File: config.mk
export PLATFORM = sky130hd
export DESIGN_NAME = encoder_core
export DESIGN_NICKNAME = d
export VERILOG_FILES = /design/src/common/hdc_pkg.sv /design/src/encoder_core/encoder_core.sv
export SDC_FILE = /design/constraint.sdc
export NUM_CORES = 2
export LEC_CHECK = 0
export BUFFER_PORTS_ARGS = -buffer_cell sky130_fd_sc_hd__buf_2
export CAP_MARGIN = 20
export CORE_ASPECT_RATIO = 1.1
export CORE_UTILIZATION = 25
export CTS_CLUSTER_SIZE = 8
export DETAILED_ROUTE_END_ITERATION = 7
export HOLD_SLACK_MARGIN = 0.08
export PLACE_DENSITY = 0.48
export SYNTH_ARGS = -nofsm -noshare
export SYNTH_HDL_FRONTEND = slang
export SYNTH_MEMORY_MAX_BITS = 65536
export SYNTH_SLANG_ARGS = --single-unit
File: constraint.sdc
create_clock -name S_AXI_ACLK -period 14.1 [get_ports S_AXI_ACLK]
set_clock_uncertainty 0.15 [all_clocks]
set_input_delay 0.705 -clock S_AXI_ACLK [delete_from_list [all_inputs] [get_ports S_AXI_ACLK]]
set_output_delay 0.705 -clock S_AXI_ACLK [all_outputs]
set_load 0.03 [all_outputs]
File: src/common/hdc_pkg.sv
package hdc_pkg;

    // ------------------------------------------------------------
    // sizes
    // ------------------------------------------------------------
    localparam int CORE_COUNT = 4;
    localparam int DIM        = 64;
    localparam int ITEM_DEPTH = 64;
    // one core's slice of an input beat
    localparam int WORD_W     = 16;
    // signed bundling counter, round limited to 127 words
    localparam int COUNT_W    = 8;
    localparam int IDX_W      = $clog2(ITEM_DEPTH);
    localparam int CORE_IDX_W = $clog2(CORE_COUNT);

    // ------------------------------------------------------------
    // vector types
    // ------------------------------------------------------------
    typedef logic [31:0]                  axil_word_t;
    typedef logic [CORE_COUNT*WORD_W-1:0] axis_word_t;
    typedef logic [31:0]                  rng_t;
    typedef logic [DIM-1:0]               hv_t;
    typedef logic [IDX_W-1:0]             item_idx_t;
    // 0 to ITEM_DEPTH entries
    typedef logic [IDX_W:0]               item_count_t;
    typedef logic signed [COUNT_W-1:0]    count_t;
    typedef logic [CORE_IDX_W-1:0]        core_idx_t;

    // xorshift32 start value, reloaded on every gen start
    localparam rng_t GEN_SEED = 32'h2545f491;

    // register map, byte offsets
    localparam axil_word_t REG_MODE       = 32'h0000_0000;
    localparam axil_word_t REG_ITEM_COUNT = 32'h0000_0004;

    // ------------------------------------------------------------
    // bundles
    // ------------------------------------------------------------
    // one core's share of an input beat
    typedef struct packed {
        logic      strobe;
        logic      last;
        item_idx_t idx;
    } lane_cmd_t;

    // broadcast write into every item memory
    typedef struct packed {
        logic      en;
        item_idx_t addr;
        hv_t       data;
    } item_wr_t;

    typedef enum logic [2:0] {
        ST_IDLE,
        ST_AW_SEEN,
        ST_W_SEEN,
        ST_WRITE_RESP,
        ST_READ_ADDR,
        ST_READ_DATA
    } axil_state_t;

endpackage

File: src/encoder_core/encoder_core.sv
`timescale 1ns/10ps

module encoder_core (
    input  logic               S_AXI_ACLK,
    input  logic               S_AXI_ARESETN,
    input  hdc_pkg::item_wr_t  item_wr,
    input  hdc_pkg::lane_cmd_t lane_cmd,
    output hdc_pkg::hv_t       result,
    output logic               result_valid
);
    import hdc_pkg::*;

    hv_t    item_mem [ITEM_DEPTH];
    hv_t    item_hv;
    count_t cnt      [DIM];
    count_t cnt_next [DIM];

    // ------------------------------------------------------------
    // item memory
    // ------------------------------------------------------------
    always_ff @(posedge S_AXI_ACLK) begin
        if (item_wr.en) begin
            item_mem[item_wr.addr] <= item_wr.data;
        end
    end

    // async lookup, command is already registered
    assign item_hv = item_mem[lane_cmd.idx];

    // ------------------------------------------------------------
    // bundling
    // ------------------------------------------------------------
    // one up where the bit is set, one down where clear
    always_comb begin
        for (int d = 0; d < DIM; d++) begin
            if (item_hv[d]) begin
                cnt_next[d] = cnt[d] + count_t'(1);
            end else begin
                cnt_next[d] = cnt[d] - count_t'(1);
            end
        end
    end

    always_ff @(posedge S_AXI_ACLK) begin
        if (!S_AXI_ARESETN) begin
            for (int d = 0; d < DIM; d++) begin
                cnt[d] <= '0;
            end
            result       <= '0;
            result_valid <= 1'b0;
        end else begin
            result_valid <= 1'b0;
            if (lane_cmd.strobe && lane_cmd.last) begin
                // sign of the updated count, ties go to 0
                for (int d = 0; d < DIM; d++) begin
                    result[d] <= (cnt_next[d] > count_t'(0));
                    cnt[d]    <= '0;
                end
                result_valid <= 1'b1;
            end else if (lane_cmd.strobe) begin
                for (int d = 0; d < DIM; d++) begin
                    cnt[d] <= cnt_next[d];
                end
            end
        end
    end

endmodule

==> metrics.txt <==
min-delay worst type=input pin to flip-flop; largest cells by area after synthesis=edfxtp_1, mux4_2, ha_1; FF-to-FF End=result[30]; total CTS buffers=657; startpoint types=input pin; total number of vias=101000; Placement Cell Area=208000 um^2; initial core utilization=25.1%; Setup WS post-layout=8.08 ns; M3 GR Usage=2.50%; status=complete, no violations; Area growth syn-to-layout=17.7%; min-delay src=item_wr[53]; Die W=840 um; DRT antenna net count=0; CP top delay family=compound AO/OA/AOI/OAI gates; Worst EP required=14.90 ns; DRT Wirelength=594 mm; Lkg Pwr=74.3 nW; Worst Hold Path Cells=1; critical path class=input pin to flip-flop; post-synthesis net count=10300; M1 GR Usage=20.6%; Tcrit/Tclk final=42.7%; vias in the first global route=102000; Yosys top cell by area=edfxtp_1; First-pass DRT Iterations=8; share of layout cells above drive strength 1=23.4%; Post-Place Cells=20000; Critical Path End Type=flip-flop; initial antenna violation count=89; Setup Total Neg Slack=0 ns; largest net degree at the start of global routing=191; die height=924 um; gr busiest metal=met2; # fillers=75100; Netlist cell types=55; worst stage delay on the critical path=0.86 ns; worst-case reg-to-reg path depth=12; final net count=11100; Post-CTS Repair Setup Buffers=0; Max clock buf depth=4; Overflow after GRT=0; Synth top area share=71.5%; CTS tree=yes; CP Launch Point=lane_cmd[3]; CP arrival=6.82 ns; Slew Limit Fails=0; worst path cell trace=buf_8 > inv_8 > buf_4 > buf_4 > mux4_2 > a22o_1 > a221oi_4 > ha_1 > a211oi_1 > o21ai_0 > a21o_1 > a21oi_1 > xnor2_1 > xnor2_1 > a32o_1; Yosys reg bits=4673; number of port buffers=145; CTS H-tree depth=6; post-route cell area=227000 um^2; RR Startpoint=item_mem[2][30]; Worst-path clk slew=0.05 ns; flop-to-flop setup slack=9.42 ns; full die area=776000 um^2; mapped cell area=193000 um^2; Hold Vio Cnt, Final=0; Total GRT Usage=14.9%; CTS root buf=clkbuf_16; ys async rst share=0%; drt wl/cell=28.4 um; dpl ws=6.90 ns; Residual DRC=0; # IOs=146; routability cong.=0.745; CP max stage cell=a221oi_4; Yosys warning count=0; EDFF count, synth=4600; Core Area=770000 um^2; Syn Area/Cell=19.8 um^2; Synth Flop Type=edfxtp_1; Slew @ Worst Pin=1.20 ns; final setup violation count=0; Rel. slew slack=20.3%; post-route minimum period=6.02 ns; num rows=338; part of the Yosys area used for sequential elements=72.3%; first-pass GRT wire length=826 mm; CTS sink cnt=4673; power per standard cell area=146 nW/um^2; via/cell ratio=4.82; hold_ws=0.159 ns; Clk Latency, worst-skew pair=1.12 ns; maximum fanout along the worst path=43; Non-Filler Instances=20900; f_max=0.166 GHz; max cap viols=0; RSZ-0062 raised after global routing=no; peak supply drop=0.133 mV; dpl hpwl=338 mm; hold path endpoint=item_mem[8][53]; cell count after synthesis=9746; DRT iter0 DRCs=10300; CP Buf/Inv Count=4; GR Util met2=24.7%
[worst max-delay path by stage]
stage | depth (start not counted) | endpoint | slack (ns)
after floorplan | 1 | cnt[0][100] | 0.25
after global placement | 16 | cnt[1][103] | 6.72
after detailed placement | 18 | result[60] | 6.90
after CTS | 18 | result[60] | 8.05
after global routing | 18 | result[60] | 7.62
final | 15 | result[30] | 8.08
[through the flow]
stage               power [W]  util, %
global placement       0.0192     27.0
detailed placement     0.0192     27.0
global route           0.0344     29.5
floorplan              0.0181        -
finish                 0.0332     29.5
CTS                    0.0336     29.4
[placed cells by master (no fill, tap or decap), types with 41 or more instances in the layout]
cell	count
a221oi_2	41
dlygate4sd3_1	46
ha_1	455
a22o_1	113
a22oi_1	119
a211oi_1	66
mux4_2	1146
a32o_1	65
xor2_1	129
inv_1	84
nand2_1	141
fa_1	64
a21oi_1	302
o221ai_1	56
o21bai_1	63
xnor2_1	253
clkbuf_1	80
buf_4	270
nor2_4	66
o21ai_0	191
dfxtp_1	73
and3_1	69
a21o_1	184
buf_2	140
buf_12	56
nand4_1	65
o21a_1	68
mux2i_1	51
diode_2	70
edfxtp_1	4600
clkbuf_16	663
and2_1	80
nor2_1	631
[synthesized netlist by cell type, types with 14 or more instances]
library cell,number
nand3_1,27
mux2i_1,51
a32o_1,65
mux4_2,1146
xor2_1,129
clkbuf_1,205
edfxtp_1,4600
fa_1,64
buf_6,14
a22o_1,113
buf_4,36
a21o_1,184
and3_1,70
a211oi_1,66
and2_1,83
buf_1,48
ha_1,455
o221ai_1,56
xnor2_1,253
a21oi_1,302
inv_1,85
o21ai_0,191
nor2_1,697
dfxtp_1,73
nand2_1,141
nand4_1,65
a31oi_1,30
buf_2,116
o21a_1,68
o21bai_1,63
a22oi_1,119
a221oi_2,56
[worst reg2reg max path, stage by stage (launching register included)]
cell and delay, ns:
edfxtp_1 0.36, mux4_2 0.47, mux4_2 0.54, a22o_1 0.30, a221oi_4 0.86, ha_1 0.46, a211oi_1 0.30, o21ai_0 0.18
a21o_1 0.19, a21oi_1 0.18, xnor2_1 0.15, xnor2_1 0.10, a32o_1 0.29
[routing by layer]
| metal | vias to the layer above | wire [um] | part of all wire, % |
|---|---|---|---|
| met5 | - | 170 | 0.029 |
| met1 | 54900 | 260000 | 44 |
| met2 | 3226 | 283000 | 48 |
| li1 | 41700 | - | - |
| met3 | 844 | 37600 | 6.3 |
| met4 | 26 | 13100 | 2.2 |
[power breakdown]
group          internal [W]  total, W  switching, W  leakage [nW]
sequential           0.0156    0.0157      0.000121          43.0
clock               0.00840    0.0143       0.00590          8.73
combinational       0.00129   0.00325       0.00196          22.5
[sequential cells by signal (all words and copies together), names as in the netlist]
name,flops
result,64
item_mem,4096
cnt,512
result_valid,1
[cell type report]
type	count	area, um^2	area share, %
inverter	89	354	0.156
antenna	70	175	0.0771
sequential	4673	140000	61.4
multi-input combinational	4565	52000	22.9
tap	10200	12800	5.62
timing repair buffer	517	4410	1.94
clock buffer	743	16900	7.43
clock inverter	60	1100	0.486
[repair_timing]
action	4_1_cts	5_1_grt
hold buffers	12	34
gates resized for setup	0	0
endpoints found under the hold margin	249	1724
[kinds of logic (layout without fill, tap and decap cells)]
kind of cell | count (synthesis) | after routing | share of synthesized area [%]
AOI/OAI and AO/OA | 1341 | 1341 | 4.97
xor gates and xnor gates | 382 | 382 | 1.73
adders and majority gates | 519 | 519 | 3.61
buffers and inverters | 508 | 1409 | 1.19
DFF | 4673 | 4673 | 72.3
muxes | 1204 | 1204 | 13.7
other | 0 | 70 | 0
and+or+nand+nor | 1119 | 1119 | 2.53
No activity file was read; power rests on OpenSTA's default activity.
