**src/common/hdc_pkg.sv**
```systemverilog
package hdc_pkg;

    // ------------------------------------------------------------
    // sizes
    // ------------------------------------------------------------
    localparam int CORE_COUNT = 4;
    localparam int DIM        = 64;
    localparam int ITEM_DEPTH = 64;
    // one core's slice of an input beat
    localparam int WORD_W     = 16;
    // signed bundling counter, round limited to 127 words
    localparam int COUNT_W    = 8;
    localparam int IDX_W      = $clog2(ITEM_DEPTH);
    localparam int CORE_IDX_W = $clog2(CORE_COUNT);

    // ------------------------------------------------------------
    // vector types
    // ------------------------------------------------------------
    typedef logic [31:0]                  axil_word_t;
    typedef logic [CORE_COUNT*WORD_W-1:0] axis_word_t;
    typedef logic [31:0]                  rng_t;
    typedef logic [DIM-1:0]               hv_t;
    typedef logic [IDX_W-1:0]             item_idx_t;
    // 0 to ITEM_DEPTH entries
    typedef logic [IDX_W:0]               item_count_t;
    typedef logic signed [COUNT_W-1:0]    count_t;
    typedef logic [CORE_IDX_W-1:0]        core_idx_t;

    // xorshift32 start value, reloaded on every gen start
    localparam rng_t GEN_SEED = 32'h2545f491;

    // register map, byte offsets
    localparam axil_word_t REG_MODE       = 32'h0000_0000;
    localparam axil_word_t REG_ITEM_COUNT = 32'h0000_0004;

    // ------------------------------------------------------------
    // bundles
    // ------------------------------------------------------------
    // one core's share of an input beat
    typedef struct packed {
        logic      strobe;
        logic      last;
        item_idx_t idx;
    } lane_cmd_t;

    // broadcast write into every item memory
    typedef struct packed {
        logic      en;
        item_idx_t addr;
        hv_t       data;
    } item_wr_t;

    typedef enum logic [2:0] {
        ST_IDLE,
        ST_AW_SEEN,
        ST_W_SEEN,
        ST_WRITE_RESP,
        ST_READ_ADDR,
        ST_READ_DATA
    } axil_state_t;

endpackage

```
**src/hw/axil_regs.sv**
```systemverilog
`timescale 1ns/10ps

module axil_regs (
    input  logic                 S_AXI_ACLK,
    input  logic                 S_AXI_ARESETN,
    input  hdc_pkg::axil_word_t  S_AXI_AWADDR,
    input  logic                 S_AXI_AWVALID,
    output logic                 S_AXI_AWREADY,
    input  hdc_pkg::axil_word_t  S_AXI_WDATA,
    input  logic [3:0]           S_AXI_WSTRB,
    input  logic                 S_AXI_WVALID,
    output logic                 S_AXI_WREADY,
    input  logic                 S_AXI_BREADY,
    output logic [1:0]           S_AXI_BRESP,
    output logic                 S_AXI_BVALID,
    input  hdc_pkg::axil_word_t  S_AXI_ARADDR,
    input  logic                 S_AXI_ARVALID,
    output logic                 S_AXI_ARREADY,
    input  logic                 S_AXI_RREADY,
    output hdc_pkg::axil_word_t  S_AXI_RDATA,
    output logic [1:0]           S_AXI_RRESP,
    output logic                 S_AXI_RVALID,
    input  logic                 gen_done,
    output logic                 run,
    output logic                 gen,
    output logic                 gen_start,
    output hdc_pkg::item_count_t item_count
);
    import hdc_pkg::*;

    axil_state_t state;
    // address or data that arrived first
    axil_word_t  aw_addr;
    axil_word_t  w_data;
    logic [3:0]  w_strb;
    axil_word_t  ar_addr;
    // write as seen on the accepting edge
    logic        wr_fire;
    axil_word_t  wr_addr;
    axil_word_t  wr_data;
    logic [3:0]  wr_strb;
    logic        wr_en;

    // ------------------------------------------------------------
    // handshake outputs
    // ------------------------------------------------------------
    assign S_AXI_AWREADY = (state == ST_IDLE) || (state == ST_W_SEEN);
    assign S_AXI_WREADY  = (state == ST_IDLE) || (state == ST_AW_SEEN);
    assign S_AXI_ARREADY = (state == ST_IDLE);
    assign S_AXI_BVALID  = (state == ST_WRITE_RESP);
    assign S_AXI_RVALID  = (state == ST_READ_DATA);
    // always okay
    assign S_AXI_BRESP   = 2'b00;
    assign S_AXI_RRESP   = 2'b00;

    // both halves present on this edge
    assign wr_fire = ((state == ST_IDLE) && S_AXI_AWVALID && S_AXI_WVALID)
                  || ((state == ST_AW_SEEN) && S_AXI_WVALID)
                  || ((state == ST_W_SEEN) && S_AXI_AWVALID);
    assign wr_addr = (state == ST_AW_SEEN) ? aw_addr : S_AXI_AWADDR;
    assign wr_data = (state == ST_W_SEEN) ? w_data : S_AXI_WDATA;
    assign wr_strb = (state == ST_W_SEEN) ? w_strb : S_AXI_WSTRB;
    // every field sits in byte 0
    assign wr_en   = wr_fire && wr_strb[0];

    always_ff @(posedge S_AXI_ACLK) begin
        if (!S_AXI_ARESETN) begin
            state   <= ST_IDLE;
            aw_addr <= '0;
            w_data  <= '0;
            w_strb  <= '0;
            ar_addr <= '0;
        end else begin
            case (state)
                ST_IDLE: begin
                    if (S_AXI_AWVALID && S_AXI_WVALID) begin
                        state <= ST_WRITE_RESP;
                    end else if (S_AXI_AWVALID) begin
                        state   <= ST_AW_SEEN;
                        aw_addr <= S_AXI_AWADDR;
                    end else if (S_AXI_WVALID) begin
                        state  <= ST_W_SEEN;
                        w_data <= S_AXI_WDATA;
                        w_strb <= S_AXI_WSTRB;
                    end else if (S_AXI_ARVALID) begin
                        state   <= ST_READ_ADDR;
                        ar_addr <= S_AXI_ARADDR;
                    end
                end
                ST_AW_SEEN: if (S_AXI_WVALID) state <= ST_WRITE_RESP;
                ST_W_SEEN: if (S_AXI_AWVALID) state <= ST_WRITE_RESP;
                ST_WRITE_RESP: if (S_AXI_BREADY) state <= ST_IDLE;
                // one cycle for the read mux
                ST_READ_ADDR: state <= ST_READ_DATA;
                ST_READ_DATA: if (S_AXI_RREADY) state <= ST_IDLE;
                default: state <= ST_IDLE;
            endcase
        end
    end

    // ------------------------------------------------------------
    // register file
    // ------------------------------------------------------------
    always_ff @(posedge S_AXI_ACLK) begin
        if (!S_AXI_ARESETN) begin
            run        <= 1'b0;
            gen        <= 1'b0;
            gen_start  <= 1'b0;
            item_count <= '0;
        end else begin
            gen_start <= 1'b0;
            if (wr_en && ({wr_addr[31:2], 2'b00} == REG_MODE)) begin
                run       <= wr_data[1];
                gen       <= wr_data[0];
                gen_start <= wr_data[0];
            end else if (gen_done) begin
                // generator finished filling the memories
                gen <= 1'b0;
            end
            if (wr_en && ({wr_addr[31:2], 2'b00} == REG_ITEM_COUNT)) begin
                item_count <= item_count_t'(wr_data);
            end
        end
    end

    // read mux, sampled while in read_addr
    always_ff @(posedge S_AXI_ACLK) begin
        if (!S_AXI_ARESETN) begin
            S_AXI_RDATA <= '0;
        end else if (state == ST_READ_ADDR) begin
            case ({ar_addr[31:2], 2'b00})
                REG_MODE:       S_AXI_RDATA <= {30'd0, run, gen};
                REG_ITEM_COUNT: S_AXI_RDATA <= axil_word_t'(item_count);
                default:        S_AXI_RDATA <= '0;
            endcase
        end
    end

endmodule

```
**config.mk**
```make
export PLATFORM = sky130hd
export DESIGN_NAME = axil_regs
export DESIGN_NICKNAME = d
export VERILOG_FILES = /design/src/common/hdc_pkg.sv /design/src/hw/axil_regs.sv
export SDC_FILE = /design/constraint.sdc
export NUM_CORES = 1
export LEC_CHECK = 0
export BUFFER_PORTS_ARGS = -buffer_cell sky130_fd_sc_hd__buf_2
export CAP_MARGIN = 40
export CORE_UTILIZATION = 50
export CTS_CLUSTER_DIAMETER = 50
export DETAILED_ROUTE_END_ITERATION = 6
export MAX_ROUTING_LAYER = met4
export PLACE_DENSITY = 0.83
export SLEW_MARGIN = 40
export SYNTH_ARGS = -nofsm -noshare
export SYNTH_HDL_FRONTEND = slang
export SYNTH_SLANG_ARGS = --single-unit
```
**constraint.sdc**
```tcl
create_clock -name S_AXI_ACLK -period 4.49 [get_ports S_AXI_ACLK]
set_input_delay 0.449 -clock S_AXI_ACLK [delete_from_list [all_inputs] [get_ports S_AXI_ACLK]]
set_output_delay 0.449 -clock S_AXI_ACLK [all_outputs]
set_load 0.01 [all_outputs]
```
==> impl_metrics.py <==
metrics = {
    "status": {
        "outcome": "completed",
    },
    "worst_setup_path": {
        "start_kind": "flip-flop",
        "startpoint": "state[0]$_SDFFE_PN0P_",
        "worst_setup_path_end_kind": "flip-flop",
        "critPathRequiredTime_ns": 4.73,
        "slowest_delay_ns": 0.70,
        "crit_arrival_ns": 2.32,
        "cp_cell_sequence": "nor3b_4 -> nand2_2 -> o41ai_4 -> nand4_4 -> mux2i_1",
        "r2r_start": "state[0]$_SDFFE_PN0P_",
        "worstPathMaxFanout": 16,
        "path_class": "reg2reg",
        "cpMaxStageDelayCell": "dfxtp_1",
    },
    "sta": {
        "hold_viol": 0,
        "drv_slew": 0,
        "fin_tns_setup_ns": 0,
        "worst_slew_pin_slew_ns": 0.5874,
        "rsz0062_at_grt": "false",
        "setup_viol": 0,
        "post-route-period-util_pct": 46.33,
        "period_needed_ns": 2.080,
        "fmax_mhz": 480.7,
        "skew_ns": 0.009178,
        "slew_headroom_pct": 60.79,
    },
    "logic_synthesis": {
        "yosys_warnings": 0,
        "yosysUniqueCellTypes": 44,
        "synthFlopType": "dfxtp_1",
        "syn_inst": 471,
        "syn_avg_cell_area_um2": 8.588,
        "synth_edf_count": 0,
        "synthArstFlopShare_pct": 0,
        "synth-seq-cells": 88,
        "syn_area_mm2": 0.004045,
        "synth_seq_area_share_pct": 43.55,
    },
    "drt": {
        "top_layer_used": "met4",
        "dr_wl_met2_um": 4059,
        "wl_um": 8594,
        "drt_iter0_drc": 124,
        "wl_met3_um": 550,
        "avgViaCountPerCell": 5.071,
        "num_vias": 3352,
        "first_pass_iters": 4,
        "ant_nets": 0,
        "wl_met1_um": 3887,
        "routedWlPerCell_um": 13.00,
        "route.detailed.drc": 0,
    },
    "hold_path": {
        "min_path_type": "in2reg",
        "hold_start": "S_AXI_AWADDR[28]",
    },
    "floorplan": {
        "rows": 32,
        "core_mm2": 0.007767,
        "ios": 159,
        "die-area_mm2": 0.008454,
        "dieWidth_um": 91.95,
        "start_util_pct": 52.08,
        "die_y_um": 91.95,
    },
    "global_routing": {
        "grt_first_pass_wirelength_um": 14020,
        "globalRoute.totalOverflow": 0,
        "grt_pass1_vias": 3106,
        "grt_start_max_net_pins": 56,
        "grt_util_all_layers_pct": 21.40,
        "antenna_found_initial": 0,
    },
    "pwr": {
        "intPower_w": 0.001358,
        "total_power_w": 0.002061,
        "seqPwrFrac_pct": 46.1,
        "switching_share_pct": 34.10,
        "leakage_nw": 1.964,
        "power_per_cell_area_mw_per_mm2": 443.4,
        "netSwitchingPower_w": 0.0007027,
        "pwr-share-comb_pct": 27.3,
        "peakVddDrop_mv": 0.2455,
        "p_clk_share_pct": 26.7,
    },
    "clock_tree": {
        "numCtsBuffers": 9,
        "clkSinkCount": 88,
        "path_clk_slew_ns": 0.09,
        "cts_setup_buffers": 0,
        "cts-root-buf": "clkbuf_8",
        "cts_hold_buf": 0,
        "cts_tree": "yes",
        "insertion_delay_ns": 0.35,
        "h-tree-depth": 3,
        "clockBufferDepth": 2,
        "cts_resized": 0,
    },
    "cells_and_area": {
        "final_cell_mix": "nand2_1, buf_2, dfxtp_1",
        "nets": 662,
        "drive_gt1_share_pct": 23.97,
        "antenna_cells": 0,
        "final_common_cell": "nand2_1",
        "syn_to_final_growth_pct": 14.91,
    },
    "placement": {
        "dp_hpwl_um": 6241,
        "place.gp.congestion": 0.7773,
        "port_buffers": 97,
    },
    "run": {
        "max_cap_viol_count": 0,
    },
}
kinds of logic after synthesis:
logic type                share of synthesized area (%)
DFF                                               43.55
muxes                                             5.784
AOI/OAI and AO/OA                                 15.87
other                                           0.09270
buffers and inverters                             9.063
xor gates and xnor gates                         0.2166
and+or+nand+nor                                   25.43
metrics by stage:
step                utilization, %  worst slack (ns)  hold slack [ns]  cell area [µm²]  instances
finish                       59.84             2.410           0.3352             4648        661
global route                 59.84             2.235           0.3336             4648        661
CTS                          59.81             2.403           0.3208             4646        661
detailed placement           57.30             2.427           0.4492             4451        645
global placement             56.99             2.329           0.4411             4427        643
floorplan                        -             2.915           0.4350             4150        499
final timing paths:
path | to | slack (ns) | cells after the start
setup / recovery | item_count[1]$_SDFFE_PN0P_ | 2.41 | 5
hold / removal | aw_addr[28]$_SDFFE_PN0P_ | 0.34 | 3
setup reg to reg | item_count[1]$_SDFFE_PN0P_ | 2.41 | 5
hold reg to reg | aw_addr[29]$_SDFFE_PN0P_ | 0.46 | 2
worst max-delay path, delay by kind of cell (launching register included):
family	cells	cell delay, ns
flops	1	0.70
simple gates	3	0.72
compound gates	1	0.37
mux	1	0.18
synth_stat cells, drive strengths merged, types with 4 or more instances:
master  instances  area [µm²]
nand2         144       543.0
nand4           4       40.04
nor2            9       33.78
nand3           4       25.02
mux2i          20       200.2
nor3            5       30.03
o211ai          5       37.54
nand2b          5       31.28
inv             4       15.01
a21boi         60       450.4
clkbuf         17       63.81
nor4           18       112.6
nor2b           9       56.30
dfxtp          88        1762
buf            40       287.8
o22ai           8       56.30
power groups by stage:
stage | logic, W | clock network, W | registers, W
after global routing | 0.000626 | 0.000596 | 0.000963
after floorplan | 0.000500 | 0 | 0.000908
after detailed placement | 0.000564 | 0 | 0.000967
after global placement | 0.000536 | 0 | 0.000961
after CTS | 0.000566 | 0.000562 | 0.000949
final | 0.000562 | 0.000549 | 0.000949
routing by layer:
metal | GRT usage [%] | vias to the layer above
met1 | 26.68 | 1542
met5 | - | -
met2 | 34.39 | 99
met3 | 4.561 | 10
met4 | 7.422 | 0
li1 | - | 1701
flip-flops by register name, indices dropped and copies added, names as in the netlist:
name / count
S_AXI_RDATA: 7
w_data: 7
run: 1
gen: 1
state: 3
gen_start: 1
ar_addr: 30
w_strb: 1
aw_addr: 30
item_count: 7
area by class of cell:
cell class | count | area [µm²]
clock buffer | 10 | 127.6
clock inverter | 6 | 67.56
fill | 705 | 3119
inverter | 4 | 15.01
multi-input combinational | 350 | 2027
sequential | 88 | 1762
tap | 102 | 127.6
timing repair buffer | 101 | 521.8
Power figures use the tool's default switching activity.
