File: config.mk
export PLATFORM = sky130hd
export DESIGN_NAME = stream_intake
export DESIGN_NICKNAME = d
export VERILOG_FILES = /design/src/common/hdc_pkg.sv /design/src/hw/stream_intake.sv
export SDC_FILE = /design/constraint.sdc
export NUM_CORES = 1
export LEC_CHECK = 0
export BUFFER_PORTS_ARGS = -buffer_cell sky130_fd_sc_hd__buf_2
export CORE_MARGIN = 1
export CORE_UTILIZATION = 29
export CTS_BUF_LIST = sky130_fd_sc_hd__clkbuf_4
export DETAILED_ROUTE_END_ITERATION = 7
export GPL_ROUTABILITY_DRIVEN = 0
export PLACE_DENSITY = 0.78
export SETUP_SLACK_MARGIN = 0.02
export SLEW_MARGIN = 20
export SYNTH_ARGS = -nofsm -noshare
export SYNTH_HDL_FRONTEND = slang
export SYNTH_SLANG_ARGS = --single-unit
File: constraint.sdc
create_clock -name S_AXI_ACLK -period 0.8 [get_ports S_AXI_ACLK]
set_input_delay 0.08 -clock S_AXI_ACLK [delete_from_list [all_inputs] [get_ports S_AXI_ACLK]]
set_output_delay 0.08 -clock S_AXI_ACLK [all_outputs]
set_load 0.01 [all_outputs]
File: src/common/hdc_pkg.sv
package hdc_pkg;

    // ------------------------------------------------------------
    // sizes
    // ------------------------------------------------------------
    localparam int CORE_COUNT = 4;
    localparam int DIM        = 64;
    localparam int ITEM_DEPTH = 64;
    // one core's slice of an input beat
    localparam int WORD_W     = 16;
    // signed bundling counter, round limited to 127 words
    localparam int COUNT_W    = 8;
    localparam int IDX_W      = $clog2(ITEM_DEPTH);
    localparam int CORE_IDX_W = $clog2(CORE_COUNT);

    // ------------------------------------------------------------
    // vector types
    // ------------------------------------------------------------
    typedef logic [31:0]                  axil_word_t;
    typedef logic [CORE_COUNT*WORD_W-1:0] axis_word_t;
    typedef logic [31:0]                  rng_t;
    typedef logic [DIM-1:0]               hv_t;
    typedef logic [IDX_W-1:0]             item_idx_t;
    // 0 to ITEM_DEPTH entries
    typedef logic [IDX_W:0]               item_count_t;
    typedef logic signed [COUNT_W-1:0]    count_t;
    typedef logic [CORE_IDX_W-1:0]        core_idx_t;

    // xorshift32 start value, reloaded on every gen start
    localparam rng_t GEN_SEED = 32'h2545f491;

    // register map, byte offsets
    localparam axil_word_t REG_MODE       = 32'h0000_0000;
    localparam axil_word_t REG_ITEM_COUNT = 32'h0000_0004;

    // ------------------------------------------------------------
    // bundles
    // ------------------------------------------------------------
    // one core's share of an input beat
    typedef struct packed {
        logic      strobe;
        logic      last;
        item_idx_t idx;
    } lane_cmd_t;

    // broadcast write into every item memory
    typedef struct packed {
        logic      en;
        item_idx_t addr;
        hv_t       data;
    } item_wr_t;

    typedef enum logic [2:0] {
        ST_IDLE,
        ST_AW_SEEN,
        ST_W_SEEN,
        ST_WRITE_RESP,
        ST_READ_ADDR,
        ST_READ_DATA
    } axil_state_t;

endpackage

File: src/hw/stream_intake.sv
`timescale 1ns/10ps

module stream_intake (
    input  logic                                         S_AXI_ACLK,
    input  logic                                         S_AXI_ARESETN,
    input  logic                                         run,
    input  logic                                         gen,
    input  hdc_pkg::axis_word_t                          S_AXIS_TDATA,
    input  logic                                         S_AXIS_TVALID,
    input  logic                                         S_AXIS_TLAST,
    input  logic                                         drain_done,
    output logic                                         S_AXIS_TREADY,
    output hdc_pkg::lane_cmd_t [hdc_pkg::CORE_COUNT-1:0] lane_cmds
);
    import hdc_pkg::*;

    // round closed, waiting for the output side
    logic busy;
    logic accept;

    assign S_AXIS_TREADY = run && !gen && !busy;
    assign accept        = S_AXIS_TVALID && S_AXIS_TREADY;

    always_ff @(posedge S_AXI_ACLK) begin
        if (!S_AXI_ARESETN) begin
            busy <= 1'b0;
        end else if (accept && S_AXIS_TLAST) begin
            busy <= 1'b1;
        end else if (drain_done) begin
            busy <= 1'b0;
        end
    end

    // split the beat, low word to core 0
    always_ff @(posedge S_AXI_ACLK) begin
        if (!S_AXI_ARESETN) begin
            lane_cmds <= '0;
        end else begin
            for (int i = 0; i < CORE_COUNT; i++) begin
                lane_cmds[i].strobe <= accept;
                lane_cmds[i].last   <= accept && S_AXIS_TLAST;
                // index lives in the low bits of each word
                lane_cmds[i].idx    <= S_AXIS_TDATA[i*WORD_W +: IDX_W];
            end
        end
    end

endmodule

==> results_dict.tcl, run 1 <==
set metrics [dict create \
    antenna_violating_nets_post_route 0 \
    synth_enable_flop_cells 0 \
    period_needed_ps 1080 \
    path_max_fanout 2 \
    synth.ff_latch_count 27 \
    synthMostInstantiatedCell "sky130_fd_sc_hd__dfxtp_1" \
    grt_start_max_net_pins 17 \
    critical_path.cell_chain "nor3b_4, buf_2" \
    clock_tree.htree_level_count 1 \
    drt_iter0_markers 6 \
    yosysSeqAreaShare_pct 67.6 \
    holdCritPathClass "primary input to register" \
    layoutNonFillerInstCount 180 \
    die-height_um 54.5 \
    clk_skew_ps 0.273 \
    start_util_pct 31.4 \
    cp-end-kind "output pin" \
    post-synth-top-area-fraction_pct 67.6 \
    detail_route.vias_per_cell 4.03 \
    synth.top_cells.by_area "sky130_fd_sc_hd__dfxtp_1 (68%), sky130_fd_sc_hd__and2_1 (19%), sky130_fd_sc_hd__buf_4 (5.6%)" \
    slowest_delay_ps 350 \
    worstMarginPinSlew_ps 155 \
    rsz0062_at_grt "true" \
    use_met1_pct 10.5 \
    final-setup-viol-count 36 \
    cts_tree "yes" \
    timing.critical_path.from_type "register" \
    synth.largest_area_cell "sky130_fd_sc_hd__dfxtp_1" \
    grt_pass1_wl_um 2500 \
    finalMaxSlewViolations 0 \
    critPathRequiredTime_ps 720 \
    multiInputGateArea_um2 208 \
    placement.setup.worst_slack_ps -3.37 \
    grt_pass1_vias 639 \
    global_route.usage.met3_pct 4.44 \
    clk_root_buffer_cell "sky130_fd_sc_hd__clkbuf_4" \
    busiest_grt_layer "met2" \
    synth.cells.most_frequent "sky130_fd_sc_hd__dfxtp_1 (27), sky130_fd_sc_hd__and2_1 (24), sky130_fd_sc_hd__buf_4 (6)" \
    maxClockFrequency_mhz 928 \
    synth_flop_cell "sky130_fd_sc_hd__dfxtp_1" \
    syn_area_per_cell_um2 12.5 \
    cts_made_buffers 3 \
    post-route-drc-count 0 \
    synth.cell_area_um2 800 \
    core_area_mm2 0.00254 \
    slowest_stage "sky130_fd_sc_hd__dfxtp_2" \
    power_density_mw_per_mm2 1580 \
    grt_antenna_before_repair 0 \
    core.rowCount 18 \
    fin_ws_ps -277 \
    yosys_warnings 0 \
    cts_buffer_depth 2 \
    vdd_drop_max_uv 921 \
    post_synth_inst_count 64 \
    violations "negative setup slack" \
    final.fill_count 190 \
    post-place-cells 151 \
    overall_fraction_of_global_route_tracks_in_use_pct 12.2 \
    global_route.overflow_total 0 \
    syn_to_final_growth_pct 90.1 \
    timing.reg2reg.setup_slack_ps -80 \
    slew_hr_pct 89.7 \
    insertion_delay_ps 300 \
    wire_per_inst_um 11.4 \
    layout-drive-gt1-share_pct 56.0 \
    design.die.area_mm2 0.00297 \
    p_leak_uw 0.000751 \
    run_status "complete, but fails checks" \
    max_cap_viol_count 0 \
    final_antenna_diode_count 0 \
    final.period_utilization_pct 135 \
    io_buffer_count 63 \
    timing_hold_violations_final 0 \
    synth.distinct_cells 9 \
    critical_path_arrival_ps 1000 \
    num_io_pins 104 \
    firstDrtPassIters 4 \
    worstSetupPathType "register to output pin" \
    synth_async_sr_flop_share_pct 0 \
    cts_sinks 27 \
    die_w_um 54.5 \
    detail_route.wirelength_um 2050 \
    net_count_of_the_mapped_netlist 135 \
    final-seq-area_um2 561 \
    clkSlewWorstSetupHoldPaths_ps 130 \
    grtUsageMet2_pct 24.4 \
    route.vias.total 725 \
    finalNetCount 222 \
]
## cell families (layout without fill, tap and decap cells)
logic type | Yosys count | after routing | synth area share (%)
and+or+nand+nor | 28 | 28 | 24.3
AOI/OAI and AO/OA | 1 | 1 | 1.25
buffers and inverters | 8 | 94 | 6.89
DFF | 27 | 27 | 67.6
## per-layer routing
layer  routed length (um)  share of wire, %
met5                    0                 0
met3                  206                10
met2                 1080                53
met1                  758                37
met4                    8              0.39
## report_power, final
| part | switching [uW] | total (uW) | internal (uW) |
|---|---|---|---|
| sequential | 25.9 | 1440 | 1410 |
| combinational | 137 | 397 | 260 |
| clock | 377 | 568 | 190 |
| total | 540 | 2400 | 1860 |
## metrics by stage
step	instance area, um^2	util (%)	total power [uW]	hold slack (ps)	TNS, ps
after floorplan	801	-	1570	191	-15.1
after CTS	1450	57.1	2400	24.2	-2830
final	1520	59.7	2400	36.7	-2340
after detailed placement	1110	43.8	1720	288	-3.37
after global routing	1520	59.7	2540	10.2	-4370
after global placement	1110	43.8	1710	283	0
## repair_timing
action | CTS | global route
setup buffers | 1 | 0
endpoints found under the hold margin | 24 | 0
pin swaps | 2 | 0
hold buffers | 24 | 0
setup endpoints to repair | 36 | 36
cloned | 0 | 0
resized for setup | 13 | 19
## layout make-up
type / instances / share of cell area [%]
Tap cell: 30 / 2.47
Clock inverter: 1 / 0.494
Sequential cell: 27 / 36.9
Clock buffer: 3 / 1.48
Multi-Input combinational cell: 29 / 13.7
Timing Repair Buffer: 90 / 45.0
## worst paths after layout
path         cells after the start    startpoint             to
min                              2  S_AXIS_TLAST           busy
max reg2reg                      3          busy  lane_cmds[23]
min reg2reg                      2          busy           busy
max                              2          busy  S_AXIS_TREADY
## layout by cell type, fill, tap and decap left out
cell type,n
sky130_fd_sc_hd__a41o_1,1
sky130_fd_sc_hd__and2_1,24
sky130_fd_sc_hd__and3_4,1
sky130_fd_sc_hd__and3b_1,1
sky130_fd_sc_hd__and4_1,1
sky130_fd_sc_hd__buf_2,46
sky130_fd_sc_hd__buf_4,3
sky130_fd_sc_hd__buf_6,17
sky130_fd_sc_hd__clkbuf_4,3
sky130_fd_sc_hd__clkinvlp_4,1
sky130_fd_sc_hd__dfxtp_1,15
sky130_fd_sc_hd__dfxtp_2,10
sky130_fd_sc_hd__dfxtp_4,2
sky130_fd_sc_hd__dlygate4sd3_1,24
sky130_fd_sc_hd__nor3b_4,1
## worst max-delay path, delay by kind of cell (launching register included)
kind / cells / cell delay, ps
buffers and inverters: 1 / 160
and+or+nand+nor: 1 / 180
DFF: 1 / 350
## registers in the layout, summed over array words and instances (netlist names)
| signal | flops |
|---|---|
| busy | 1 |
| lane_cmds | 26 |
No activity file was read; power rests on OpenSTA's default activity.
==> inputs of run 2 (changes only) <==
CORE_ASPECT_RATIO = 0.6   (was default)
GPL_ROUTABILITY_DRIVEN = default   (was 0)
==> run 2 against run 1 <==
Compared with the run above:
- sequential cell count unchanged
- largest power group unchanged
- the run still ends with negative setup slack left
- global-route usage up 2.6 points
- non-clock buffer count is 2 higher
- final cell count increased by 2.2%
- via count is 3.0% higher
- clock power grew 2%
- sequential share of layout area down 0.48 points
- worst hold slack worse by 2.9 ps
- sequential power barely moved
==> results_dict.tcl, run 2 (synthesis results as in run 1) <==
set metrics [dict create \
    run_status "complete, but fails checks" \
    violations "negative setup slack" \
    final_cell_mix "sky130_fd_sc_hd__buf_2 (46), sky130_fd_sc_hd__dlygate4sd3_1 (25), sky130_fd_sc_hd__and2_1 (24), sky130_fd_sc_hd__buf_6 (17), sky130_fd_sc_hd__dfxtp_1 (15)" \
    die_w_um 69.8 \
    slowest_stage "sky130_fd_sc_hd__dfxtp_2" \
    firstDrtPassIters 2 \
    io_buffer_count 63 \
    drt_iter0_markers 15 \
    path_max_fanout 2 \
    sequentialPowerShare_pct 59.4 \
    total_switching_power_uw 551 \
    final.period_utilization_pct 137 \
    switching_share_pct 22.8 \
    clock_tree.htree_level_count 1 \
    design.die.area_mm2 0.00298 \
    share_comb_of_total_power_pct 16.6 \
    reg.largest.list "lane_cmds: 26 flops, busy: 1 flops" \
    final_antenna_diode_count 0 \
    place_congestion 0.645 \
    finalNetCount 224 \
    critical_path_buf_inv_count 1 \
    grt_antenna_before_repair 0 \
    grt_start_max_net_pins 17 \
    insertion_delay_ps 320 \
    post-route-drc-count 0 \
    detail_route.vias_per_cell 4.06 \
    vdd_drop_max_uv 686 \
    grt_pass1_vias 719 \
    cts_tree "yes" \
    clk_skew_ps 0.0959 \
    timing.critical_path.from_type "register" \
    largest_register_ffs 26 \
    slew_hr_pct 89.6 \
    placement.setup.worst_slack_ps -1.60 \
    cp-end-kind "output pin" \
    fin_ws_ps -296 \
    wire_per_inst_um 11.1 \
    core.rowCount 14 \
    route.vias.total 747 \
    start_util_pct 31.3 \
    worstMarginPinSlew_ps 156 \
    num_io_pins 104 \
    p_leak_uw 0.000760 \
    core_area_mm2 0.00256 \
    die-height_um 42.7 \
    critical_path_arrival_ps 1020 \
    internal-power_uw 1870 \
    layout-drive-gt1-share_pct 55.9 \
    critical_path.cell_chain "nor3b_4, buf_2" \
    p_clk_share_pct 24.1 \
    period_needed_ps 1100 \
    antenna_violating_nets_post_route 0 \
    cts_made_buffers 3 \
    cts_sinks 27 \
    power_density_mw_per_mm2 1570 \
    final-setup-viol-count 36 \
    clkSlewWorstSetupHoldPaths_ps 140 \
    critPathRequiredTime_ps 720 \
    final.fill_count 212 \
    detail_route.wirelength_um 2050 \
    overall_fraction_of_global_route_tracks_in_use_pct 14.8 \
    grt_pass1_wl_um 3240 \
    max_cap_viol_count 0 \
    rsz0062_at_grt "true" \
    slowest_delay_ps 360 \
    top_register "lane_cmds" \
    place.detailed.hpwl_um 1280 \
    global_route.overflow_total 0 \
    maxClockFrequency_mhz 912 \
    finalMaxSlewViolations 0 \
    worstSetupPathType "register to output pin" \
    clk_root_buffer_cell "sky130_fd_sc_hd__clkbuf_4" \
    cp_top_family "flip-flops" \
    most_frequent_standard_cell_in_the_layout_excluding_fill_and_tap_cells "sky130_fd_sc_hd__buf_2" \
    syn_to_final_growth_pct 92.6 \
    totalPowerFinal_uw 2420 \
    holdCritPathClass "primary input to register" \
    cts_buffer_depth 2 \
    timing_hold_violations_final 0 \
]
run 2: cell count changes in the layout (fill, tap and decap cells not counted), sizes merged:
cell,before,now
buf,66,67
dlygate4sd3,24,25
run 2: metal layers:
layer	up-vias	track usage, %	part of all wire, %
met2	44	28.5	50
met5	-	0	0
met1	333	14.4	39
li1	368	-	-
met3	2	7.84	11
met4	0	2.40	0.29
run 2: what timing repair did:
item | in CTS | in global routing
hold endpoints to repair | 25 | 0
hold buffers | 25 | 0
pin swaps | 2 | 1
setup endpoints to repair | 36 | 36
setup buffers | 1 | 0
resized for setup | 19 | 12
run 2: path summary, 6_finish.rpt:
path | endpoint | slack, ps | startpoint | depth (start not counted)
max | S_AXIS_TREADY | -300 | busy | 2
min | lane_cmds[23] | 30 | S_AXIS_TVALID | 2
max reg2reg | lane_cmds[22] | -80 | busy | 3
min reg2reg | busy | 660 | busy | 2
run 2: area by class of cell:
cell class	count	area [um^2]	share of cell area, %
Timing Repair Buffer	92	702	45.6
Clock inverter	1	7.51	0.487
Sequential cell	27	561	36.4
Tap cell	32	40.0	2.60
Clock buffer	3	22.5	1.46
Multi-Input combinational cell	29	208	13.5
run 2: power groups by stage:
stage / sequential (uW) / clock (uW) / combinational, uW
global route: 1440 / 681 / 435
global placement: 1460 / 0 / 255
floorplan: 1500 / 0 / 72.3
detailed placement: 1460 / 0 / 264
CTS: 1430 / 622 / 381
finish: 1440 / 582 / 401
run 2: stage by stage:
step	hold WS [ps]	TNS (ps)	instances	cell area (um^2)	utilization [%]
floorplan	191	-15.1	64	801	-
global placement	279	0	154	1120	43.9
detailed placement	290	-1.60	154	1120	43.9
finish	33.9	-2660	184	1540	60.2
CTS	19.6	-3350	184	1500	58.5
global route	8.79	-4630	184	1540	60.2
