## config.mk

```make
export PLATFORM = sky130hd
export DESIGN_NAME = item_generator
export DESIGN_NICKNAME = d
export VERILOG_FILES = /design/src/common/hdc_pkg.sv /design/src/hw/item_generator.sv
export SDC_FILE = /design/constraint.sdc
export NUM_CORES = 1
export LEC_CHECK = 0
export BUFFER_PORTS_ARGS = -buffer_cell sky130_fd_sc_hd__clkbuf_2
export CORE_MARGIN = 4
export CORE_UTILIZATION = 40
export CTS_CLUSTER_SIZE = 12
export DETAILED_ROUTE_END_ITERATION = 10
export GPL_TIMING_DRIVEN = 1
export PLACE_DENSITY = 0.66
export REMOVE_ABC_BUFFERS = 1
export SETUP_SLACK_MARGIN = 0.1
export SYNTH_ARGS = -nofsm -noshare
export SYNTH_HDL_FRONTEND = slang
export SYNTH_SLANG_ARGS = --single-unit
```

## constraint.sdc

```tcl
create_clock -name S_AXI_ACLK -period 1.9 [get_ports S_AXI_ACLK]
set_input_delay 0.38 -clock S_AXI_ACLK [delete_from_list [all_inputs] [get_ports S_AXI_ACLK]]
set_output_delay 0.38 -clock S_AXI_ACLK [all_outputs]
set_load 0.01 [all_outputs]
```

## src/common/hdc_pkg.sv

```systemverilog
package hdc_pkg;

    // ------------------------------------------------------------
    // sizes
    // ------------------------------------------------------------
    localparam int CORE_COUNT = 4;
    localparam int DIM        = 64;
    localparam int ITEM_DEPTH = 64;
    // one core's slice of an input beat
    localparam int WORD_W     = 16;
    // signed bundling counter, round limited to 127 words
    localparam int COUNT_W    = 8;
    localparam int IDX_W      = $clog2(ITEM_DEPTH);
    localparam int CORE_IDX_W = $clog2(CORE_COUNT);

    // ------------------------------------------------------------
    // vector types
    // ------------------------------------------------------------
    typedef logic [31:0]                  axil_word_t;
    typedef logic [CORE_COUNT*WORD_W-1:0] axis_word_t;
    typedef logic [31:0]                  rng_t;
    typedef logic [DIM-1:0]               hv_t;
    typedef logic [IDX_W-1:0]             item_idx_t;
    // 0 to ITEM_DEPTH entries
    typedef logic [IDX_W:0]               item_count_t;
    typedef logic signed [COUNT_W-1:0]    count_t;
    typedef logic [CORE_IDX_W-1:0]        core_idx_t;

    // xorshift32 start value, reloaded on every gen start
    localparam rng_t GEN_SEED = 32'h2545f491;

    // register map, byte offsets
    localparam axil_word_t REG_MODE       = 32'h0000_0000;
    localparam axil_word_t REG_ITEM_COUNT = 32'h0000_0004;

    // ------------------------------------------------------------
    // bundles
    // ------------------------------------------------------------
    // one core's share of an input beat
    typedef struct packed {
        logic      strobe;
        logic      last;
        item_idx_t idx;
    } lane_cmd_t;

    // broadcast write into every item memory
    typedef struct packed {
        logic      en;
        item_idx_t addr;
        hv_t       data;
    } item_wr_t;

    typedef enum logic [2:0] {
        ST_IDLE,
        ST_AW_SEEN,
        ST_W_SEEN,
        ST_WRITE_RESP,
        ST_READ_ADDR,
        ST_READ_DATA
    } axil_state_t;

endpackage

```

## src/hw/item_generator.sv

```systemverilog
`timescale 1ns/10ps

module item_generator (
    input  logic                 S_AXI_ACLK,
    input  logic                 S_AXI_ARESETN,
    input  logic                 gen_start,
    input  hdc_pkg::item_count_t item_count,
    output hdc_pkg::item_wr_t    item_wr,
    output logic                 gen_done
);
    import hdc_pkg::*;

    rng_t        xs_state;
    // two steps per entry, low half first
    rng_t        xs_lo;
    rng_t        xs_hi;
    item_count_t wr_cnt;
    logic        active;

    // shifts 13 left, 17 right, 5 left
    function automatic rng_t xorshift32(input rng_t x);
        rng_t y;
        y = x ^ (x << 13);
        y = y ^ (y >> 17);
        y = y ^ (y << 5);
        return y;
    endfunction

    assign xs_lo = xorshift32(xs_state);
    assign xs_hi = xorshift32(xs_lo);

    // same write goes to every core
    assign item_wr.en   = active;
    assign item_wr.addr = item_idx_t'(wr_cnt);
    assign item_wr.data = hv_t'({xs_hi, xs_lo});

    always_ff @(posedge S_AXI_ACLK) begin
        if (!S_AXI_ARESETN) begin
            xs_state <= '0;
            wr_cnt   <= '0;
            active   <= 1'b0;
            gen_done <= 1'b0;
        end else begin
            gen_done <= 1'b0;
            if (gen_start) begin
                xs_state <= GEN_SEED;
                wr_cnt   <= '0;
                active   <= (item_count != '0);
                // nothing to write, finish at once
                gen_done <= (item_count == '0);
            end else if (active) begin
                xs_state <= xs_hi;
                wr_cnt   <= wr_cnt + 1'b1;
                if (wr_cnt == item_count - 1'b1) begin
                    active   <= 1'b0;
                    gen_done <= 1'b1;
                end
            end
        end
    end

endmodule

```

==> flow_summary_export.csv, run 1 <==
group,metric,value,unit
global_routing,grt.overflow.total,0,
global_routing,track_usage,25.38,%
synthesis,ys.flop_type,"dfxtp_1",
global_routing,grt_pass1_wl,20.17,mm
synthesis,syn_inst,365,
sta,slew_headroom,71.67,%
global_routing,grt_max_degree,35,
routing,wl_per_cell,22.00,um
cells_and_area,fill_cells,531,
floorplanning,fp.dieH,103.1,um
placement,portBuffers,81,
sta,skew,10.39,ps
power_and_ir_drop,power.share.clock,6.7,%
placement,gp_congestion,0.8556,
clocking,path_clk_slew,90,ps
sta,hold_viol,0,
cells_and_area,fin_cells,684,
routing,drc_errors,0,
synthesis,synth.distinct_cells,40,
worst_setup_path,path_class,"reg2out",
power_and_ir_drop,intPower,5329,uW
power_and_ir_drop,switching_share,42.73,%
cells_and_area,antenna_cells,0,
sta,rsz0062_at_grt,"true",
synthesis,ys_seq_elements,41,
synthesis,synth_area_leaders,"dfxtp_1 (23%), xnor2_1 (19%), xor2_1 (16%)",
synthesis,synth_top_area_cell,"dfxtp_1",
power_and_ir_drop,p_switching,3977,uW
clocking,cts_buffers,5,
power_and_ir_drop,p_seq_share,11.9,%
routing,postRouteAntennaNets,0,
worst_setup_path,crit_required,1520,ps
synthesis,synth_edf_count,0,
run,cap_violations,0,
routing,routed_via_density,5.221,
routing,firstDrtPassIters,4,
floorplanning,core,8763,sq um
routing,num_vias,3571,
floorplanning,die_area,10630,sq um
worst_setup_path,cp_max_fo,3,
sta,setup_slack,-499.5,ps
worst_setup_path,start_kind,"flip-flop",
routing,wirelength,15.05,mm
power_and_ir_drop,p_leak,0.003083,uW
power_and_ir_drop,p_per_area,1387,nW/um^2
sta,setup_tns,-12670,ps
synthesis,netlist_area,3617,sq um
floorplanning,pin_count,82,
sta,worst_pin_slew,421.1,ps
floorplanning,rows,34,
cells_and_area,drive_gt1_share,67.36,%
clocking,htreeDepth,2,
sta,fmax,416.8,MHz
clocking,cts_tree,"yes",
synthesis,synth.avg_cell_area,9.910,sq um
clocking,cts_root_buf,"clkbuf_8",
clocking,clkLatencyLatePin,310,ps
synthesis,netlist.area_leader.share,22.69,%
outcome,violations,"negative setup slack",
outcome,status,"complete, but fails checks",
synthesis,yosys_warnings,0,
power_and_ir_drop,vdd_drop_max,0.5820,mV
cells_and_area,nNetsFinal,588,
hold_path,hp-class,"in2reg",
floorplanning,start_util,41.28,%
sta,finalMaxSlewViolations,0,
cells_and_area,fin_util,76.54,%
synthesis,yosysSeqAreaShare,22.69,%
global_routing,antenna_found_initial,0,
synthesis,synthTopCellsByCount,"xnor2_1 (79), xor2_1 (65), dfxtp_1 (41), nor2_1 (28), xnor3_1 (20)",
clocking,cts.path.max_buffers,2,
floorplanning,die_w,103.1,um
sta,setup_viol,63,
clocking,cts.sinks,41,
worst_setup_path,cp_data_arrival_time,2020,ps
sta,period_share,126.3,%
sta,min_period,2399,ps
placement,dp.cells,615,
synthesis,yosysMostFrequentCell,"xnor2_1",
cells_and_area,synthToLayoutAreaGrowth,85.44,%
power_and_ir_drop,power_frac_comb,81.4,%
global_routing,first_global_vias,3715,
synthesis,ys_async_sr_fraction,0,%
worst_setup_path,cp-end-kind,"primary output",
routing,drtIter0Drc,142,
placement,hpwl,8.174,mm
-- final cells by class --
type / count / area [sq um] / share of cell area (%)
clock buffer: 6 / 72.57 / 1.082
clock inverter: 2 / 10.01 / 0.1492
inverter: 7 / 26.28 / 0.3917
multi-input combinational: 284 / 3603 / 53.72
sequential: 41 / 899.6 / 13.41
tap: 108 / 135.1 / 2.015
timing repair buffer: 236 / 1961 / 29.23
-- per-layer routing --
| layer | GRT usage [%] | vias up | wire length (um) |
|---|---|---|---|
| met5 | 0 | - | 0 |
| met4 | 9.064 | 0 | 579 |
| met3 | 4.736 | 45 | 722 |
| met2 | 47.26 | 148 | 8062 |
| met1 | 28.69 | 1793 | 5684 |
| li1 | - | 1585 | - |
-- placed cells by master (no fill, tap or decap), drive strengths merged, types with 13 or more instances in the layout --
cell | Yosys | layout
mux2i | 13 | 13
nor2 | 28 | 28
xor2 | 67 | 67
buf | 16 | 217
nand2 | 16 | 16
xnor3 | 21 | 21
dfxtp | 41 | 41
clkbuf | 17 | 25
xnor2 | 81 | 81
a21boi | 13 | 13
-- flip-flops by register name, indices dropped and copies added (netlist names) --
name	cells
gen_done	1
active	1
wr_cnt	7
xs_state	32
-- power by group through the flow --
stage                     Combinational (uW)  Sequential, uW  Clock, uW
after floorplan                         2810            1110          0
after CTS                               6440            1080        611
after global routing                    7910            1120        658
after detailed placement                5050            1060          0
after global placement                  4980            1060          0
final                                   7570            1110        624
-- repair_timing --
item	4_1_cts	5_1_grt
pin swaps	71	77
buffers inserted	48	35
setup endpoints to repair	73	81
hold endpoints to repair	0	0
hold buffers	0	0
resized for setup	186	162
-- worst paths after layout --
check | start | to | slack [ps] | cells after the start
setup / recovery | xs_state[22]$_SDFFE_PN0P_ | item_wr[50] | -500 | 5
hold / removal | gen_start | active$_SDFF_PN0_ | 480 | 3
setup reg to reg | xs_state[22]$_SDFFE_PN0P_ | xs_state[18]$_SDFFE_PN0P_ | -180 | 6
hold reg to reg | wr_cnt[6]$_SDFFE_PP0P_ | wr_cnt[6]$_SDFFE_PP0P_ | 510 | 2
-- stage by stage --
step	setup slack (ps)	hold slack [ps]	area (sq um)	power (uW)
2_1_floorplan	-413.0	469.7	3453	3919
3_3_place_gp	-91.04	481.4	4712	6040
3_5_place_dp	-165.6	501.8	4712	6116
4_1_cts	-375.2	454.9	6043	8125
5_1_grt	-521.5	494.5	6708	9682
6_report	-499.5	479.9	6708	9306
-- critical path: stages, from the launching register on --
cell,delay [ps]
dfxtp_2,330
xnor3_1,430
xnor3_2,360
xnor2_4,190
xnor2_2,220
buf_2,180
-- cells by family after synthesis --
kind of cell             count (synthesis)  share of synthesized area [%]
AO/OA/AOI/OAI                           32                          6.260
XOR/XNOR                               173                          53.03
adder cells (fa/ha/maj)                  3                          1.038
buffers and inverters                   40                          5.258
flip-flops                              41                          22.69
multiplexers                            14                          3.909
AND/OR/NAND/NOR                         62                          7.817
(Power assumes the default switching activity.)
==> run 2, diff against run 1 <==
Settings changed: RECOVER_POWER from default to 50.
==> flow_summary_export.csv, run 2 (synthesis results as in run 1) <==
group,metric,value,unit
placement,hpwl,8.174,mm
global_routing,track_usage,25.38,%
routing,wirelength,15.03,mm
outcome,violations,"negative setup slack",
sta,skew,9.946,ps
sta,setup_viol,64,
floorplanning,fp.dieH,103.1,um
sta,period_share,126.2,%
global_routing,first_global_vias,3715,
placement,portBuffers,81,
clocking,cts.path.max_buffers,2,
routing,wl_per_cell,21.97,um
routing,drc_errors,0,
power_and_ir_drop,vdd_drop_max,0.5808,mV
worst_setup_path,reg2reg_from,"xs_state[22]$_SDFFE_PN0P_",
hold_path,hp-class,"reg2reg",
sta,finalMaxSlewViolations,0,
clocking,clkLatencyLatePin,310,ps
routing,num_vias,3526,
sta,min_period,2399,ps
power_and_ir_drop,p_switching,3970,uW
floorplanning,die_w,103.1,um
global_routing,antenna_found_initial,0,
placement,gp_congestion,0.8556,
cells_and_area,drive_gt1_share,65.10,%
routing,postRouteAntennaNets,0,
sta,hold_viol,0,
placement,post-place-ws,-165.6,ps
clocking,htreeDepth,2,
power_and_ir_drop,power_frac_comb,81.4,%
worst_setup_path,crit_path_start,"xs_state[22]$_SDFFE_PN0P_",
placement,place_area,4712,sq um
power_and_ir_drop,p_per_area,1393,nW/um^2
cells_and_area,largest-register,"xs_state",
global_routing,grt_pass1_wl,20.17,mm
sta,setup_tns,-13810,ps
power_and_ir_drop,p_seq_share,11.9,%
power_and_ir_drop,p_leak,0.003044,uW
routing,drtIter0Drc,144,
cells_and_area,largestRegisters,"xs_state (32), wr_cnt (7)",
routing,firstDrtPassIters,4,
cells_and_area,fin_util,76.06,%
clocking,holdBufCountCts,0,
hold_path,worstHoldStart,"wr_cnt[6]$_SDFFE_PP0P_",
clocking,path_clk_slew,90,ps
cells_and_area,largest_reg_flops,32,
cells_and_area,antenna_cells,0,
routing,routed_via_density,5.155,
outcome,status,"complete, but fails checks",
sta,setup_slack,-498.7,ps
floorplanning,core,8763,sq um
worst_setup_path,path_class,"reg2out",
run,cap_violations,0,
cells_and_area,layout_commonest_cell,"buf_6",
worst_setup_path,cp-end-kind,"primary output",
worst_setup_path,cp_max_fo,3,
floorplanning,rows,34,
power_and_ir_drop,intPower,5312,uW
sta,worst_pin_slew,700.0,ps
global_routing,grt.overflow.total,0,
floorplanning,pin_count,82,
cells_and_area,final_cell_mix,"buf_6 (81), buf_4 (76), buf_2 (53)",
global_routing,grt_max_degree,35,
floorplanning,start_util,41.28,%
power_and_ir_drop,switching_share,42.77,%
worst_setup_path,start_kind,"flip-flop",
cells_and_area,synthToLayoutAreaGrowth,84.26,%
power_and_ir_drop,power.share.clock,6.7,%
clocking,cts_root_buf,"clkbuf_8",
sta,rsz0062_at_grt,"true",
clocking,cts_tree,"yes",
worst_setup_path,cp_data_arrival_time,2020,ps
clocking,cts.sinks,41,
worst_setup_path,crit_required,1520,ps
cells_and_area,fill_cells,541,
cells_and_area,nNetsFinal,588,
sta,slew_headroom,53.33,%
sta,fmax,416.9,MHz
cells_and_area,fin_area,6665,sq um
floorplanning,die_area,10630,sq um
clocking,cts_buffers,5,
==> run 2: cell types whose count changed in the layout (fill, tap and decap cells not counted), moves of 3 or more <==
cell and change:
xnor3_2 -3, clkbuf_1 +10, clkbuf_2 -9, xnor3_1 +3
==> run 2: cell type report <==
class                           count  area (sq um)  share of cell area (%)
Clock buffer                        6         72.57                   1.089
Clock inverter                      2         10.01                  0.1502
Inverter                            7         26.28                  0.3942
Multi-Input combinational cell    284          3588                   53.84
Sequential cell                    41         899.6                   13.50
Tap cell                          108         135.1                   2.027
Timing Repair Buffer              236          1933                   29.00
==> run 2: critical path, cell delays in order, from the launching register on <==
cell and delay, ps:
dfxtp_2 330, xnor3_1 440, xnor3_2 350, xnor2_4 180, xnor2_2 220, buf_2 180
==> run 2: metrics by stage <==
| stage | instances | total power (uW) | hold WS [ps] |
|---|---|---|---|
| floorplan | 332 | 3919 | 469.7 |
| global placement | 615 | 6040 | 481.4 |
| detailed placement | 615 | 6116 | 501.8 |
| CTS | 661 | 8125 | 454.9 |
| global route | 684 | 9660 | 547.5 |
| finish | 684 | 9283 | 506.6 |
==> run 2: power groups by stage <==
stage / registers, uW / clock network, uW / logic, uW
6_report: 1110 / 622 / 7550
5_1_grt: 1120 / 658 / 7890
2_1_floorplan: 1110 / 0 / 2810
4_1_cts: 1080 / 611 / 6440
3_5_place_dp: 1060 / 0 / 5050
3_3_place_gp: 1060 / 0 / 4980
==> run 2: timing repair <==
| action | 4_1_cts | 5_1_grt |
|---|---|---|
| setup endpoints to repair | 73 | 81 |
| gates resized for setup | 186 | 162 |
| buffers inserted | 48 | 35 |
| pin swaps | 71 | 77 |
==> run 2: per-layer routing <==
metal  GRT usage, %  share of wire, %  vias up
li1               -                 -     1582
met1          28.69                37     1756
met2          47.26                54      151
met3          4.736               5.4       37
met4          9.064               3.3        0
met5              0                 0        -
==> run 2: final timing paths <==
kind                                                   to  slack, ps  cells past startpoint
worst max-delay path                          item_wr[50]       -500                      5
worst min-delay path               wr_cnt[6]$_SDFFE_PP0P_        510                      2
worst max register to register  xs_state[18]$_SDFFE_PN0P_       -180                      6
worst min register to register     wr_cnt[6]$_SDFFE_PP0P_        510                      2
